**src/axil_pkg.sv**
```systemverilog
package axil_pkg;

	////////////////////////////////////////
	// AXI4-Lite channel definitions
	////////////////////////////////////////

	localparam int AXIL_ADDR_W = 6; // Byte address width

	typedef enum logic [1:0] {
		OKAY   = 2'b00,
		EXOKAY = 2'b01,
		SLVERR = 2'b10,
		DECERR = 2'b11
	} axil_resp_e;

	typedef struct packed {
		logic [AXIL_ADDR_W-1:0] addr;
		logic [2:0]             prot;
	} axil_aw_t;

	typedef struct packed {
		logic [31:0] data;
		logic [3:0]  strb;
	} axil_w_t;

	typedef struct packed {
		axil_resp_e resp;
	} axil_b_t;

	typedef struct packed {
		logic [31:0] data;
		axil_resp_e  resp;
	} axil_r_t;

	typedef struct packed {
		logic [AXIL_ADDR_W-1:0] addr;
		logic [2:0]             prot;
	} axil_ar_t;

endpackage

```
**src/scratch_pkg.sv**
```systemverilog
package scratch_pkg;

	////////////////////////////////////////
	// Scratchpad memory request
	////////////////////////////////////////

	localparam int SCR_DATA_W = 16; // Memory word width
	localparam int SCR_BE_W   = 2;  // One enable per byte

	typedef enum logic {
		SCR_READ  = 1'b0,
		SCR_WRITE = 1'b1
	} scr_op_e;

	// Index is sized for the largest supported depth of 16 words
	typedef struct packed {
		scr_op_e               op;
		logic [3:0]            idx;
		logic [SCR_BE_W-1:0]   be;
		logic [SCR_DATA_W-1:0] wdata;
	} scr_req_t;

endpackage

```
**src/scratch_ram.sv**
```systemverilog
`timescale 1ns/1ps

module scratch_ram import scratch_pkg::*; #(
	parameter int DEPTH = 16
) (
	input  logic                  PORT_A_CLK,
	input  logic                  PORT_A_RD_ARST,
	input  logic                  mem_valid,
	input  scr_req_t              mem_req,
	output logic [SCR_DATA_W-1:0] rd_data
);

	localparam int IDX_W  = (DEPTH > 1) ? $clog2(DEPTH) : 1;
	localparam int BYTE_W = SCR_DATA_W / SCR_BE_W;

	logic [SCR_DATA_W-1:0] mem [DEPTH];
	logic [IDX_W-1:0]      idx;
	logic                  wr_en;
	logic                  rd_en;

	assign idx   = mem_req.idx[IDX_W-1:0];
	assign wr_en = mem_valid && (mem_req.op == SCR_WRITE);
	assign rd_en = mem_valid && (mem_req.op == SCR_READ);

	////////////////////////////////////////
	// Storage
	////////////////////////////////////////

	always_ff @(posedge PORT_A_CLK) begin
		if (wr_en) begin
			for (int b = 0; b < SCR_BE_W; b++) begin
				if (mem_req.be[b]) begin
					mem[idx][b*BYTE_W +: BYTE_W] <= mem_req.wdata[b*BYTE_W +: BYTE_W];
				end
			end
		end
	end

	// Read register holds its value between reads
	always_ff @(posedge PORT_A_CLK) begin
		if (PORT_A_RD_ARST) begin
			rd_data <= '0;
		end else if (rd_en) begin
			rd_data <= mem[idx]; // Valid the cycle after the grant
		end
	end

	// Ports wrap the address, so an index past the array means a broken front end
	idx_in_range: assert property (@(posedge PORT_A_CLK) disable iff (PORT_A_RD_ARST)
		mem_valid |-> (mem_req.idx < DEPTH));

endmodule

```
**src/scratch_arbiter.sv**
```systemverilog
`timescale 1ns/1ps

module scratch_arbiter import scratch_pkg::*; (
	input  logic       PORT_A_CLK,
	input  logic       PORT_A_RD_ARST,
	input  logic [1:0] req_valid,
	input  scr_req_t   req0,
	input  scr_req_t   req1,
	output logic [1:0] gnt,
	output logic       mem_valid,
	output scr_req_t   mem_req
);

	logic last_gnt; // Port granted most recently

	////////////////////////////////////////
	// Round-robin grant
	////////////////////////////////////////

	always_comb begin
		case (req_valid)
			2'b01:   gnt = 2'b01;
			2'b10:   gnt = 2'b10;
			2'b11:   gnt = last_gnt ? 2'b01 : 2'b10; // Other port wins
			default: gnt = 2'b00;
		endcase
	end

	always_ff @(posedge PORT_A_CLK) begin
		if (PORT_A_RD_ARST) begin
			last_gnt <= 1'b1; // Port 0 first after reset
		end else if (|gnt) begin
			last_gnt <= gnt[1];
		end
	end

	////////////////////////////////////////
	// Request mux to the RAM
	////////////////////////////////////////

	assign mem_valid = |gnt;
	assign mem_req   = gnt[1] ? req1 : req0;

	gnt_onehot: assert property (@(posedge PORT_A_CLK) disable iff (PORT_A_RD_ARST)
		$onehot0(gnt));

	gnt_requested: assert property (@(posedge PORT_A_CLK) disable iff (PORT_A_RD_ARST)
		(gnt & ~req_valid) == 2'b00);

endmodule

```
**src/axil_scratch_port.sv**
```systemverilog
`timescale 1ns/1ps

module axil_scratch_port import axil_pkg::*, scratch_pkg::*; #(
	parameter int DEPTH = 16
) (
	input  logic                  PORT_A_CLK,
	input  logic                  PORT_A_RD_ARST,
	input  logic                  awvalid,
	output logic                  awready,
	input  axil_aw_t              aw,
	input  logic                  wvalid,
	output logic                  wready,
	input  axil_w_t               w,
	output logic                  bvalid,
	input  logic                  bready,
	output axil_b_t               b,
	input  logic                  arvalid,
	output logic                  arready,
	input  axil_ar_t              ar,
	output logic                  rvalid,
	input  logic                  rready,
	output axil_r_t               r,
	output logic                  req_valid,
	output scr_req_t              req,
	input  logic                  gnt,
	input  logic [SCR_DATA_W-1:0] rd_data
);

	localparam int IDX_W = (DEPTH > 1) ? $clog2(DEPTH) : 1;

	typedef enum logic [2:0] {
		IDLE, REQ_WRITE, REQ_READ, READ_DATA, WRITE_RESP, READ_RESP
	} state_e;

	state_e                state;
	axil_aw_t              aw_q;
	axil_w_t               w_q;
	logic                  aw_held, w_held;
	logic                  aw_take, w_take, ar_take;
	logic                  aw_now, w_now;
	axil_aw_t              aw_cur;
	axil_w_t               w_cur;
	scr_req_t              wr_req, rd_req;
	logic [SCR_DATA_W-1:0] rdata_q;

	// Word index from address bits 5:2, wrapped to the depth
	function automatic logic [3:0] word_idx(input logic [AXIL_ADDR_W-1:0] addr);
		logic [3:0] idx;
		idx = '0;
		idx[IDX_W-1:0] = addr[IDX_W+1:2];
		return idx;
	endfunction

	assign aw_take = awvalid && awready;
	assign w_take  = wvalid && wready;
	assign ar_take = arvalid && arready;
	assign aw_now  = aw_held || aw_take;
	assign w_now   = w_held || w_take;
	assign aw_cur  = aw_take ? aw : aw_q;
	assign w_cur   = w_take ? w : w_q;

	assign wr_req = '{op: SCR_WRITE, idx: word_idx(aw_cur.addr),
		be: w_cur.strb[SCR_BE_W-1:0], wdata: w_cur.data[SCR_DATA_W-1:0]};
	assign rd_req = '{op: SCR_READ, idx: word_idx(ar.addr), be: '0, wdata: '0};

	assign b = '{resp: OKAY}; // Every aligned address decodes
	assign r = '{data: {{(32-SCR_DATA_W){1'b0}}, rdata_q}, resp: OKAY};

	////////////////////////////////////////
	// Transaction FSM
	////////////////////////////////////////

	always_ff @(posedge PORT_A_CLK) begin
		if (PORT_A_RD_ARST) begin
			state     <= IDLE;
			awready   <= 1'b0;
			wready    <= 1'b0;
			arready   <= 1'b0;
			aw_held   <= 1'b0;
			w_held    <= 1'b0;
			req_valid <= 1'b0;
			bvalid    <= 1'b0;
			rvalid    <= 1'b0;
		end else begin
			case (state)
				IDLE: begin
					if (aw_take) aw_held <= 1'b1;
					if (w_take) w_held <= 1'b1;
					if (ar_take) begin // Read goes ahead of a held write
						state     <= REQ_READ;
						req_valid <= 1'b1;
						awready   <= 1'b0;
						wready    <= 1'b0;
						arready   <= 1'b0;
					end else if (aw_now && w_now) begin
						aw_held <= 1'b0;
						w_held  <= 1'b0;
						awready <= 1'b0;
						wready  <= 1'b0;
						arready <= 1'b0;
						if (wr_req.be == '0) begin // Nothing to write
							state  <= WRITE_RESP;
							bvalid <= 1'b1;
						end else begin
							state     <= REQ_WRITE;
							req_valid <= 1'b1;
						end
					end else begin
						awready <= !aw_now;
						wready  <= !w_now;
						arready <= 1'b1;
					end
				end
				REQ_WRITE: if (gnt) begin
					state     <= WRITE_RESP;
					req_valid <= 1'b0;
					bvalid    <= 1'b1;
				end
				REQ_READ: if (gnt) begin
					state     <= READ_DATA;
					req_valid <= 1'b0;
				end
				READ_DATA: begin
					state  <= READ_RESP;
					rvalid <= 1'b1;
				end
				WRITE_RESP, READ_RESP: if ((bvalid && bready) || (rvalid && rready)) begin
					state   <= IDLE;
					bvalid  <= 1'b0;
					rvalid  <= 1'b0;
					awready <= !aw_held; // A write may still be held
					wready  <= !w_held;
					arready <= 1'b1;
				end
				default: state <= IDLE;
			endcase
		end
	end

	always_ff @(posedge PORT_A_CLK) begin
		if (aw_take) aw_q <= aw;
		if (w_take) w_q <= w;
		if (state == IDLE) begin
			if (ar_take) req <= rd_req;
			else if (aw_now && w_now) req <= wr_req;
		end
		if (state == READ_DATA) rdata_q <= rd_data; // RAM output of the granted read
	end

	b_held: assert property (@(posedge PORT_A_CLK) disable iff (PORT_A_RD_ARST)
		bvalid && !bready |=> bvalid && $stable(b));

	r_held: assert property (@(posedge PORT_A_CLK) disable iff (PORT_A_RD_ARST)
		rvalid && !rready |=> rvalid && $stable(r));

	req_held: assert property (@(posedge PORT_A_CLK) disable iff (PORT_A_RD_ARST)
		req_valid && !gnt |=> req_valid && $stable(req));

endmodule

```
**src/dual_port_scratch.sv**
```systemverilog
`timescale 1ns/1ps

module dual_port_scratch import axil_pkg::*, scratch_pkg::*; #(
	parameter int DEPTH = 16
) (
	input  logic     PORT_A_CLK,
	input  logic     PORT_A_RD_ARST,
	input  logic     s0_awvalid,
	output logic     s0_awready,
	input  axil_aw_t s0_aw,
	input  logic     s0_wvalid,
	output logic     s0_wready,
	input  axil_w_t  s0_w,
	output logic     s0_bvalid,
	input  logic     s0_bready,
	output axil_b_t  s0_b,
	input  logic     s0_arvalid,
	output logic     s0_arready,
	input  axil_ar_t s0_ar,
	output logic     s0_rvalid,
	input  logic     s0_rready,
	output axil_r_t  s0_r,
	input  logic     s1_awvalid,
	output logic     s1_awready,
	input  axil_aw_t s1_aw,
	input  logic     s1_wvalid,
	output logic     s1_wready,
	input  axil_w_t  s1_w,
	output logic     s1_bvalid,
	input  logic     s1_bready,
	output axil_b_t  s1_b,
	input  logic     s1_arvalid,
	output logic     s1_arready,
	input  axil_ar_t s1_ar,
	output logic     s1_rvalid,
	input  logic     s1_rready,
	output axil_r_t  s1_r
);

	logic [1:0]            req_valid;
	logic [1:0]            gnt;
	scr_req_t              req0, req1;
	logic                  mem_valid;
	scr_req_t              mem_req;
	logic [SCR_DATA_W-1:0] rd_data; // Shared by both ports

	axil_scratch_port #(.DEPTH(DEPTH)) u_port0 (
		.PORT_A_CLK, .PORT_A_RD_ARST,
		.awvalid(s0_awvalid), .awready(s0_awready), .aw(s0_aw),
		.wvalid(s0_wvalid), .wready(s0_wready), .w(s0_w),
		.bvalid(s0_bvalid), .bready(s0_bready), .b(s0_b),
		.arvalid(s0_arvalid), .arready(s0_arready), .ar(s0_ar),
		.rvalid(s0_rvalid), .rready(s0_rready), .r(s0_r),
		.req_valid(req_valid[0]), .req(req0), .gnt(gnt[0]), .rd_data
	);

	axil_scratch_port #(.DEPTH(DEPTH)) u_port1 (
		.PORT_A_CLK, .PORT_A_RD_ARST,
		.awvalid(s1_awvalid), .awready(s1_awready), .aw(s1_aw),
		.wvalid(s1_wvalid), .wready(s1_wready), .w(s1_w),
		.bvalid(s1_bvalid), .bready(s1_bready), .b(s1_b),
		.arvalid(s1_arvalid), .arready(s1_arready), .ar(s1_ar),
		.rvalid(s1_rvalid), .rready(s1_rready), .r(s1_r),
		.req_valid(req_valid[1]), .req(req1), .gnt(gnt[1]), .rd_data
	);

	scratch_arbiter u_arbiter (
		.PORT_A_CLK, .PORT_A_RD_ARST,
		.req_valid, .req0, .req1, .gnt, .mem_valid, .mem_req
	);

	scratch_ram #(.DEPTH(DEPTH)) u_ram (
		.PORT_A_CLK, .PORT_A_RD_ARST, .mem_valid, .mem_req, .rd_data
	);

endmodule

```
**config.mk**
```make
export PLATFORM = sky130hd
export DESIGN_NAME = dual_port_scratch
export DESIGN_NICKNAME = d
export VERILOG_FILES = /design/src/axil_pkg.sv /design/src/scratch_pkg.sv /design/src/scratch_ram.sv /design/src/scratch_arbiter.sv /design/src/axil_scratch_port.sv /design/src/dual_port_scratch.sv
export SDC_FILE = /design/constraint.sdc
export NUM_CORES = 1
export LEC_CHECK = 0
export BUFFER_PORTS_ARGS = -buffer_cell sky130_fd_sc_hd__buf_2
export CAP_MARGIN = 5
export CORE_UTILIZATION = 50
export DETAILED_ROUTE_END_ITERATION = 6
export GPL_ROUTABILITY_DRIVEN = 0
export HOLD_SLACK_MARGIN = 0.05
export PLACE_DENSITY = 0.73
export SETUP_SLACK_MARGIN = 0.15
export SLEW_MARGIN = 25
export SYNTH_ARGS = -nofsm -noshare
export SYNTH_HDL_FRONTEND = slang
export SYNTH_HIERARCHICAL = 1
export SYNTH_SLANG_ARGS = --single-unit
```
**constraint.sdc**
```tcl
create_clock -name PORT_A_CLK -period 5 [get_ports PORT_A_CLK]
set_clock_uncertainty 0.1 [all_clocks]
set_input_delay 1.25 -clock PORT_A_CLK [delete_from_list [all_inputs] [get_ports PORT_A_CLK]]
set_output_delay 1.25 -clock PORT_A_CLK [all_outputs]
set_load 0.01 [all_outputs]
```
=== After elaboration in Yosys (flattened, before gate mapping) ===
Memory sizes are Yosys's and may differ from the RTL's. A register that Yosys moved wholly into a read port is not among the register bits.
Cells that the tools add are included.

* Output and inout port bits: 82
* Word-level logic and storage cells: 224
* Memories kept: 1
* Flip-flop bits (word level): 159
* ROM bits: 0
* Input port bits: 120
* Latch bits: 0
* RAM bits: 256

{| class="wikitable"
|+ Memories
! name !! words !! width !! rd ports !! clocked after Yosys merged registers in !! write ports !! RTL line !! text
|-
| u_ram.mem || 16 || 16 || 1 || 1 || 1 || scratch_ram.sv:16 || <nowiki>logic [SCR_DATA_W-1:0] mem [DEPTH];</nowiki>
|}

* Order comparisons: 0
* Bitwise operators: 1
* Add/subtract/negate cells: 0
* Equality and inequality tests: 31
* Multipliers: 0
* Reductions and logical operators: 59
* Muxes and demuxes: 91
* Shift-type cells: 0
* Div/mod/pow operators: 0

{| class="wikitable"
|+ Operator list
! operator !! count
|-
| 23-bit 2-to-1 mux || 3
|-
| 1-bit 2-to-1 mux || 54
|-
| 22-bit 2-to-1 mux || 2
|-
| 20-bit 2-to-1 mux || 2
|-
| 3-bit 2-to-1 mux || 12
|-
| 3-bit one-hot mux with 5 select lines || 2
|-
| 2-bit by 1-bit inequality test with 1-bit output, second input constant || 10
|-
| 1-bit one-hot mux with 2 select lines || 10
|-
| 9-bit 2-to-1 mux || 2
|-
| 4-bit AND reduction || 4
|-
| 2-bit nonzero test || 8
|-
| 1-bit logical AND || 14
|-
| 3-bit by 2-bit equality test with 1-bit output, second input constant || 4
|-
| 3-bit equality test, second input constant || 4
|-
| 2-bit AND reduction || 6
|-
| 6-bit AND reduction || 2
|-
| 2-bit OR reduction || 5
|-
| 1-bit zero test || 8
|-
| 2-bit inequality test, second input constant || 4
|-
| 3-bit by 1-bit equality test with 1-bit output, second input constant || 2
|-
| 3-bit zero test || 2
|-
| 1-bit logical OR || 6
|-
| 3-bit by 1-bit inequality test with 1-bit output, second input constant || 2
|-
| 3-bit by 2-bit inequality test with 1-bit output, second input constant || 2
|-
| other kinds (8) || 12
|}

=== Longest topological paths before layout ===
Gate-level depths: netlist of the first run.

* Depth in word-level cells: 7
* Depth in mapped cells: 10
* Gate-level depth less buffers: 6

=== By module ===
The synthesis of the first run kept the hierarchy.

{| class="wikitable"
|+ Modules (own cells, without submodules)
! module !! instances !! area each (um^2) !! cells an instance !! seq. area each (um^2)
|-
| scratch_ram || 1 || 10,807.9 || 614 || 8,007.7
|-
| axil_scratch_port || 2 || 2,842.7 || 210 || 1,831.8
|-
| scratch_arbiter || 1 || 354.1 || 32 || 20.0
|}

=== Worst setup path before layout of the first run ===
OpenSTA, ideal clock, no wires.

* Path type: reg2reg
* Start point: reg u_port1.req_valid
* End point: mem u_ram.mem[0][0] (enable)
* Cell stages (with the launch flop): 9
* Data arrival time: 2,286 ps
* Period minus slack after synthesis: 2,756 ps
* Library setup time: 370 ps
* Required time: 4,530 ps
* Path buffers: 4
* Setup slack: 2,244 ps
* Cells stage by stage: dfxtp_1 -> a21boi_4 -> buf_6 -> mux2_2 -> buf_6 -> buf_12 -> or2_2 -> clkbuf_1 -> nor2_1

{| class="wikitable"
|+ RTL lines
! what !! RTL line !! text
|-
| start: declaration || axil_scratch_port.sv:23 || <nowiki>output logic req_valid,</nowiki>
|-
| start signal: assignment || axil_scratch_port.sv:81 || <nowiki>req_valid <= 1'b0;</nowiki>
|-
| start signal: assignment || axil_scratch_port.sv:91 || <nowiki>req_valid <= 1'b1;</nowiki>
|-
| start signal: assignment || axil_scratch_port.sv:106 || <nowiki>req_valid <= 1'b1;</nowiki>
|-
| end: declaration || scratch_ram.sv:16 ||
|}

==> results.cfg, run 1 <==
[placement]
dp_slack_ps = 1480
dp_hpwl_mm = 20.0
io_buffers = 105

[route]
routed-via-count = 8740
vias_per_cell = 5.30
wl_per_cell_um = 18.1
drtIter0Drc = 626
wirelength_mm = 29.8
ant_nets = 0
first_pass_iters = 7
drc_errors = 0

[finish]
regArea_um2 = 11700
syn_to_final_growth_pct = 11.4
layout.nets = 1291
final_util_pct = 57.1
fill_cells = 2622
final_layout_size_suffix_gt1_share_pct = 26.1
multi_input_area_um2 = 4540

[floorplan]
chipWidth_um = 186
fp-row-count = 66
coreArea_um2 = 32900
start_util_pct = 51.3
io_pins = 202
die_area_um2 = 34400
die_y_um = 186

[logic_synthesis]
yosys_register_bits = 417
ys_seq_area_share_pct = 69.4
avgSynthCellArea_um2 = 15.8
ys_types = 60
synth_top_area_cell = edfxtp_1
synth.area.top_cells = edfxtp_1, dfxtp_1, mux2_2
syn-instance-count = 1066
synth-edff-count = 334
synthArstFlopShare_pct = 0
ys.flop_type = edfxtp_1
syn_area_um2 = 16800
synth_top_cell_area_share_pct = 59.5
yosysWarnings = 6

[worst_setup_path]
r2r_cells = 7
path_class = reg -> reg
cpPeakStageDelay_ps = 770
cp_data_required_time_ps = 5280
start_kind = register
crit_chain = a21boi_4 -> mux2_4 -> buf_4 -> mux4_2 -> a22oi_1 -> and4_1 -> nor3_2
slowest_stage = mux2_4
critPathArrivalTime_ps = 3760
crit_fanout = 49
crit_path_end_kind = register

[timing]
hold_viol = 0
min_period_over_period_pct = 69.7
finalSetupViolations = 0
finalMaxSlewViolations = 0
rsz0062_at_grt = no
relSlewSlack_pct = 35.7
period_needed_ps = 3480
setup_ws_ps = 1520
tightest_slew_ps = 965
max_freq_mhz = 287
hold-worst-slack_ps = 352
setup_tns_ps = 0

[cts]
cts_made_buffers = 42
root_buffer = clkbuf_16
clock-sinks = 417
htree_levels = 2
clk_latency_ps = 520
cts_max_path_buffers = 3
cts_resized = 0
clkSlewWorstSetupHoldPaths_ps = 60
cts_tree = done
postCtsSetupRepairBufs = 0
ctsHoldBuffers = 0

[pwr]
p_leak_nw = 6.74
p_int_w = 0.00776
pwr-share-seq_pct = 44.5
power_density_nw_per_um2 = 589
peakVddDrop_uv = 375
clkPwrFrac_pct = 26.9
p_sw_w = 0.00330
combPwrFrac_pct = 28.6
switching_share_pct = 29.8

[global_routing]
track_usage_pct = 17.5
antenna_found_initial = 1
grt_max_degree = 66
grt_pass1_vias = 8546
grt_pass1_wl_mm = 46.1
overflow = 0

[worst_hold_path]
hold_path.class = reg -> reg
hold_depth = 0

[flow_run]
cap_violations = 0

[run_status]
outcome = completed
==> per-layer routing <==
metal  up-vias  share of wire, %  GRT usage (%)
met5         -                 0              0
met4         0               1.9           4.92
met3        50               6.2           3.56
met2       248                46           28.0
met1      4261                46           24.4
li1       4181                 -              -
==> cells by family after synthesis <==
logic type      synth area share [%]
xor+xnor                       0.104
compound gates                  5.76
other cells                   0.0446
flops                           69.4
simple gates                    7.17
mux                             13.0
buf+inv                         4.55
==> registers in the layout, summed over array words and instances (netlist names), 3 cells and up <==
name / count
u_ram/mem: 256
u_port0/req: 23
u_port1/req: 23
u_port0/w_q: 18
u_port1/w_q: 18
u_port0/rdata_q: 16
u_port1/rdata_q: 16
u_ram/rd_data: 16
u_port0/aw_q: 4
u_port1/aw_q: 4
u_port0/state: 3
u_port1/state: 3
==> worst paths after layout <==
check,from,end,slack [ps]
setup / recovery,u_port1/req_valid,u_ram/rd_data[15],1520
hold / removal,u_ram/rd_data[4],u_port1/rdata_q[4],350
setup reg to reg,u_port1/req_valid,u_ram/rd_data[15],1520
hold reg to reg,u_ram/rd_data[4],u_port1/rdata_q[4],350
==> area by class of cell <==
cell class	count	share of cell area (%)
antenna	1	0.0133
timing repair buffer	115	3.35
inverter	7	0.140
multi-input combinational	588	24.2
clock inverter	14	0.594
tap	442	2.95
sequential	417	62.3
clock buffer	64	6.44
==> stage by stage <==
step	std cells	power [W]	cell area (um2)
after floorplan	1104	0.00756	17000
after global placement	1567	0.00803	17400
after detailed placement	1568	0.00814	17400
after CTS	1646	0.0111	18700
after global routing	1647	0.0116	18800
final	1648	0.0111	18800
==> power groups by stage <==
stage	combinational, W	clock, W	sequential, W
6_report	0.00316	0.00297	0.00493
4_1_cts	0.00316	0.00303	0.00493
2_1_floorplan	0.00263	0	0.00493
3_5_place_dp	0.00314	0	0.00500
5_1_grt	0.00347	0.00315	0.00498
3_3_place_gp	0.00305	0	0.00498
==> layout by cell type, fill, tap and decap left out, types with 18 or more instances in the layout <==
cell / count
edfxtp_1: 334
nor3_1: 18
and2_1: 37
buf_2: 105
mux2i_1: 80
a22oi_1: 28
dfxtp_1: 83
nor2_1: 69
conb_1: 40
nand2_1: 34
clkbuf_1: 18
clkbuf_16: 45
mux2_2: 95
==> worst max-delay path, delay by kind of cell (launching register included) <==
kind            cells  cell delay (ps)
mux                 2             1310
compound gates      2              660
flops               1              460
buf+inv             1              440
simple gates        2              350
==> synth_stat cells, drive strengths merged (3+ instances only) <==
cell type	n
a211oi	16
a21boi	4
a21oi	12
a222oi	6
a22oi	28
a31oi	4
and2	40
and4	6
buf	77
clkbuf	15
dfxtp	83
edfxtp	334
inv	7
mux2	99
mux2i	80
mux4	12
nand2	34
nand2b	7
nand3b	3
nor2	70
nor2b	9
nor3	27
o211ai	4
o21a	4
o21ai	20
o21bai	10
o22ai	16
or2	7
or3	4
Power figures use the tool's default switching activity.
==> run 2, diff against run 1 <==
ABC_AREA = 1   (was not set)
PLACE_DENSITY = 0.76   (was 0.73)
clock period = 2.81 ns   (was 5 ns; I/O delays follow)
==> run 2 against run 1 <==
Largest cell class unchanged. Sequential power grew 78%. First-iteration DRC count up 42%. Worst setup slack got worse by 1200 ps. Sequential share of layout area is 3.3 points lower. Maximum frequency is 42% higher. Highest routed layer unchanged. Wire length grew 22%. Core utilization grew 0.39 points. The flow now finishes with violations (design-rule violations).
==> results.cfg, run 2 <==
[route]
wl_met1_mm = 15.4
vias_per_cell = 5.13
ant_nets = 0
dr.max_layer_used = met4
first_pass_iters = 7
wl_per_cell_um = 15.9
drtIter0Drc = 888
drc_errors = 1
dr_wl_met3_mm = 2.72
routed-via-count = 11744
wl_met2_mm = 17.3
wirelength_mm = 36.4

[placement]
placedInstanceArea_um2 = 18400
dp_slack_ps = 187
dpl.cell_count = 2210
io_buffers = 105
dp_hpwl_mm = 23.3

[worst_setup_path]
crit_path_end_kind = register
path_class = reg -> reg
cp_data_required_time_ps = 2960
reg2reg_from = u_arbiter/last_gnt
rrSetupSlack_ps = 350
crit_start = u_arbiter/last_gnt
worstReg2RegEnd = u_ram/mem[10][2]
r2r_cells = 8
crit_fanout = 24
critPathArrivalTime_ps = 2610
start_kind = register
critPathCapture = u_ram/mem[10][2]

[floorplan]
die_y_um = 189
fp-row-count = 68
coreArea_um2 = 34500
die_area_um2 = 35700
start_util_pct = 50.8
chipWidth_um = 189
io_pins = 202

[timing]
setup_ws_ps = 348
tightest_slew_ps = 770
min_period_over_period_pct = 87.6
relSlewSlack_pct = 48.5
max_freq_mhz = 406
rsz0062_at_grt = no
finalMaxSlewViolations = 0
hold_viol = 0
period_needed_ps = 2460
finalSetupViolations = 0
setup_tns_ps = 0

[logic_synthesis]
syn-instance-count = 1675
synth_top_area_cell = edfxtp_1
synth.area.top_cells = edfxtp_1, nand2_1, dfxtp_1
yosysWarnings = 6
ys_seq_area_share_pct = 66.8
synthArstFlopShare_pct = 0
synthTopCellsByCount = nand2_1, edfxtp_1, nand3_1
avgSynthCellArea_um2 = 10.4
syn_area_um2 = 17500
ys_types = 36
yosys_register_bits = 417
ys.flop_type = edfxtp_1
synth_top_cell_area_share_pct = 57.3
yosysMostFrequentCell = nand2_1
synth-edff-count = 334

[finish]
final_layout_size_suffix_gt1_share_pct = 17.2
top_register = u_ram/mem
largest_registers = u_ram/mem: 256 flops, u_port0/req: 23 flops, u_port1/req: 23 flops
mostFrequentLayoutCells = nand2_1, edfxtp_1, nand3_1
fill_cells = 2845
layout.nets = 1919
n_antenna_cell = 0
final_common_cell = nand2_1
design_area_um2 = 19800
fin_cells = 2288
largest_reg_flops = 256
syn_to_final_growth_pct = 13.2

[cts]
clkSlewWorstSetupHoldPaths_ps = 60
root_buffer = clkbuf_16
ctsHoldBuffers = 0
cts_made_buffers = 42
clock-sinks = 417
cts_max_path_buffers = 3
htree_levels = 2
clk_latency_ps = 560
cts_tree = done

[global_routing]
grt_pass1_vias = 11227
overflow = 0
grt_pass1_wl_mm = 57.9
track_usage_pct = 20.5
grt_max_degree = 65
antenna_found_initial = 0

[pwr]
power_density_nw_per_um2 = 1090
peakVddDrop_uv = 735
p_leak_nw = 8.13

[run_status]
violations = design-rule violations
outcome = finished with violations

[worst_hold_path]
hold_path.class = in -> reg

[flow_run]
cap_violations = 0
[run 2: cell types whose count changed after synthesis, sizes merged, moves of 16 or more]
cell   change
o21ai     +38
nand3    +127
and2      -40
nand4     +17
nor2      +32
inv       +76
o22ai     -16
buf       +28
mux2      -99
mux2i     -80
nand2    +608
or2       +26
a22oi     -26
[run 2: worst max-delay path, cell delays in order (launching register included)]
cell and delay, ps:
dfxtp_1 470, nand2_8 200, nand2_8 220, nand2_2 70, nand2_2 150, buf_4 250
nand2_2 200, nor3_1 270, buf_4 220
[run 2: cells by family (layout without fill, tap and decap cells)]
kind of cell / after synthesis / count (layout) / share of synthesized area [%]
simple gates: 957 / 957 / 23.7
buf+inv: 201 / 321 / 6.16
other cells: 2 / 40 / 0.0429
compound gates: 98 / 98 / 3.28
flops: 417 / 417 / 66.8
[run 2: routing by layer]
layer	vias up	track usage (%)
li1	5758	-
met1	5443	27.3
met2	465	34.3
met3	78	3.04
met4	0	7.26
met5	-	0
[run 2: what timing repair did]
item / 4_1_cts / 5_1_grt
gates resized for setup: 0 / 6
setup endpoints to repair: 0 / 153
setup buffers: 0 / 0
[run 2: where the power goes]
part	internal [W]	switching [W]
sequential	0.00843	0.000343
clock	0.00309	0.00226
combinational	0.00209	0.00544
total	0.0136	0.00804
[run 2: final cells by class]
| cell class | count | area, um2 | share of cell area [%] |
|---|---|---|---|
| Timing Repair Buffer | 160 | 995 | 5.02 |
| Clock buffer | 56 | 1150 | 5.83 |
| Sequential cell | 417 | 11700 | 59.0 |
| Tap cell | 455 | 569 | 2.87 |
| Multi-Input combinational cell | 1095 | 4900 | 24.7 |
| Inverter | 83 | 317 | 1.60 |
| Clock inverter | 22 | 180 | 0.910 |
[run 2: per-stage QoR]
| step | power, W | utilization [%] | hold WS [ps] |
|---|---|---|---|
| 3_5_place_dp | 0.0163 | 53.5 | 332 |
| 6_report | 0.0217 | 57.5 | 275 |
| 2_1_floorplan | 0.0142 | - | 320 |
| 4_1_cts | 0.0217 | 57.4 | 261 |
| 3_3_place_gp | 0.0160 | 53.5 | 330 |
| 5_1_grt | 0.0229 | 57.5 | 290 |
[run 2: worst min-delay path by stage]
stage | cells past startpoint | slack, ps | endpoint | start
6_report | 3 | 280 | u_port1/aw_q[5] | s1_aw[5]
5_1_grt | 3 | 290 | u_port1/w_q[15] | s1_w[15]
4_1_cts | 3 | 260 | u_port1/w_q[15] | s1_w[15]
3_5_place_dp | 0 | 330 | u_port0/rdata_q[10] | u_ram/rd_data[10]
3_3_place_gp | 0 | 330 | u_port0/rdata_q[11] | u_ram/rd_data[11]
2_1_floorplan | 0 | 320 | u_port0/rdata_q[0] | u_ram/rd_data[0]
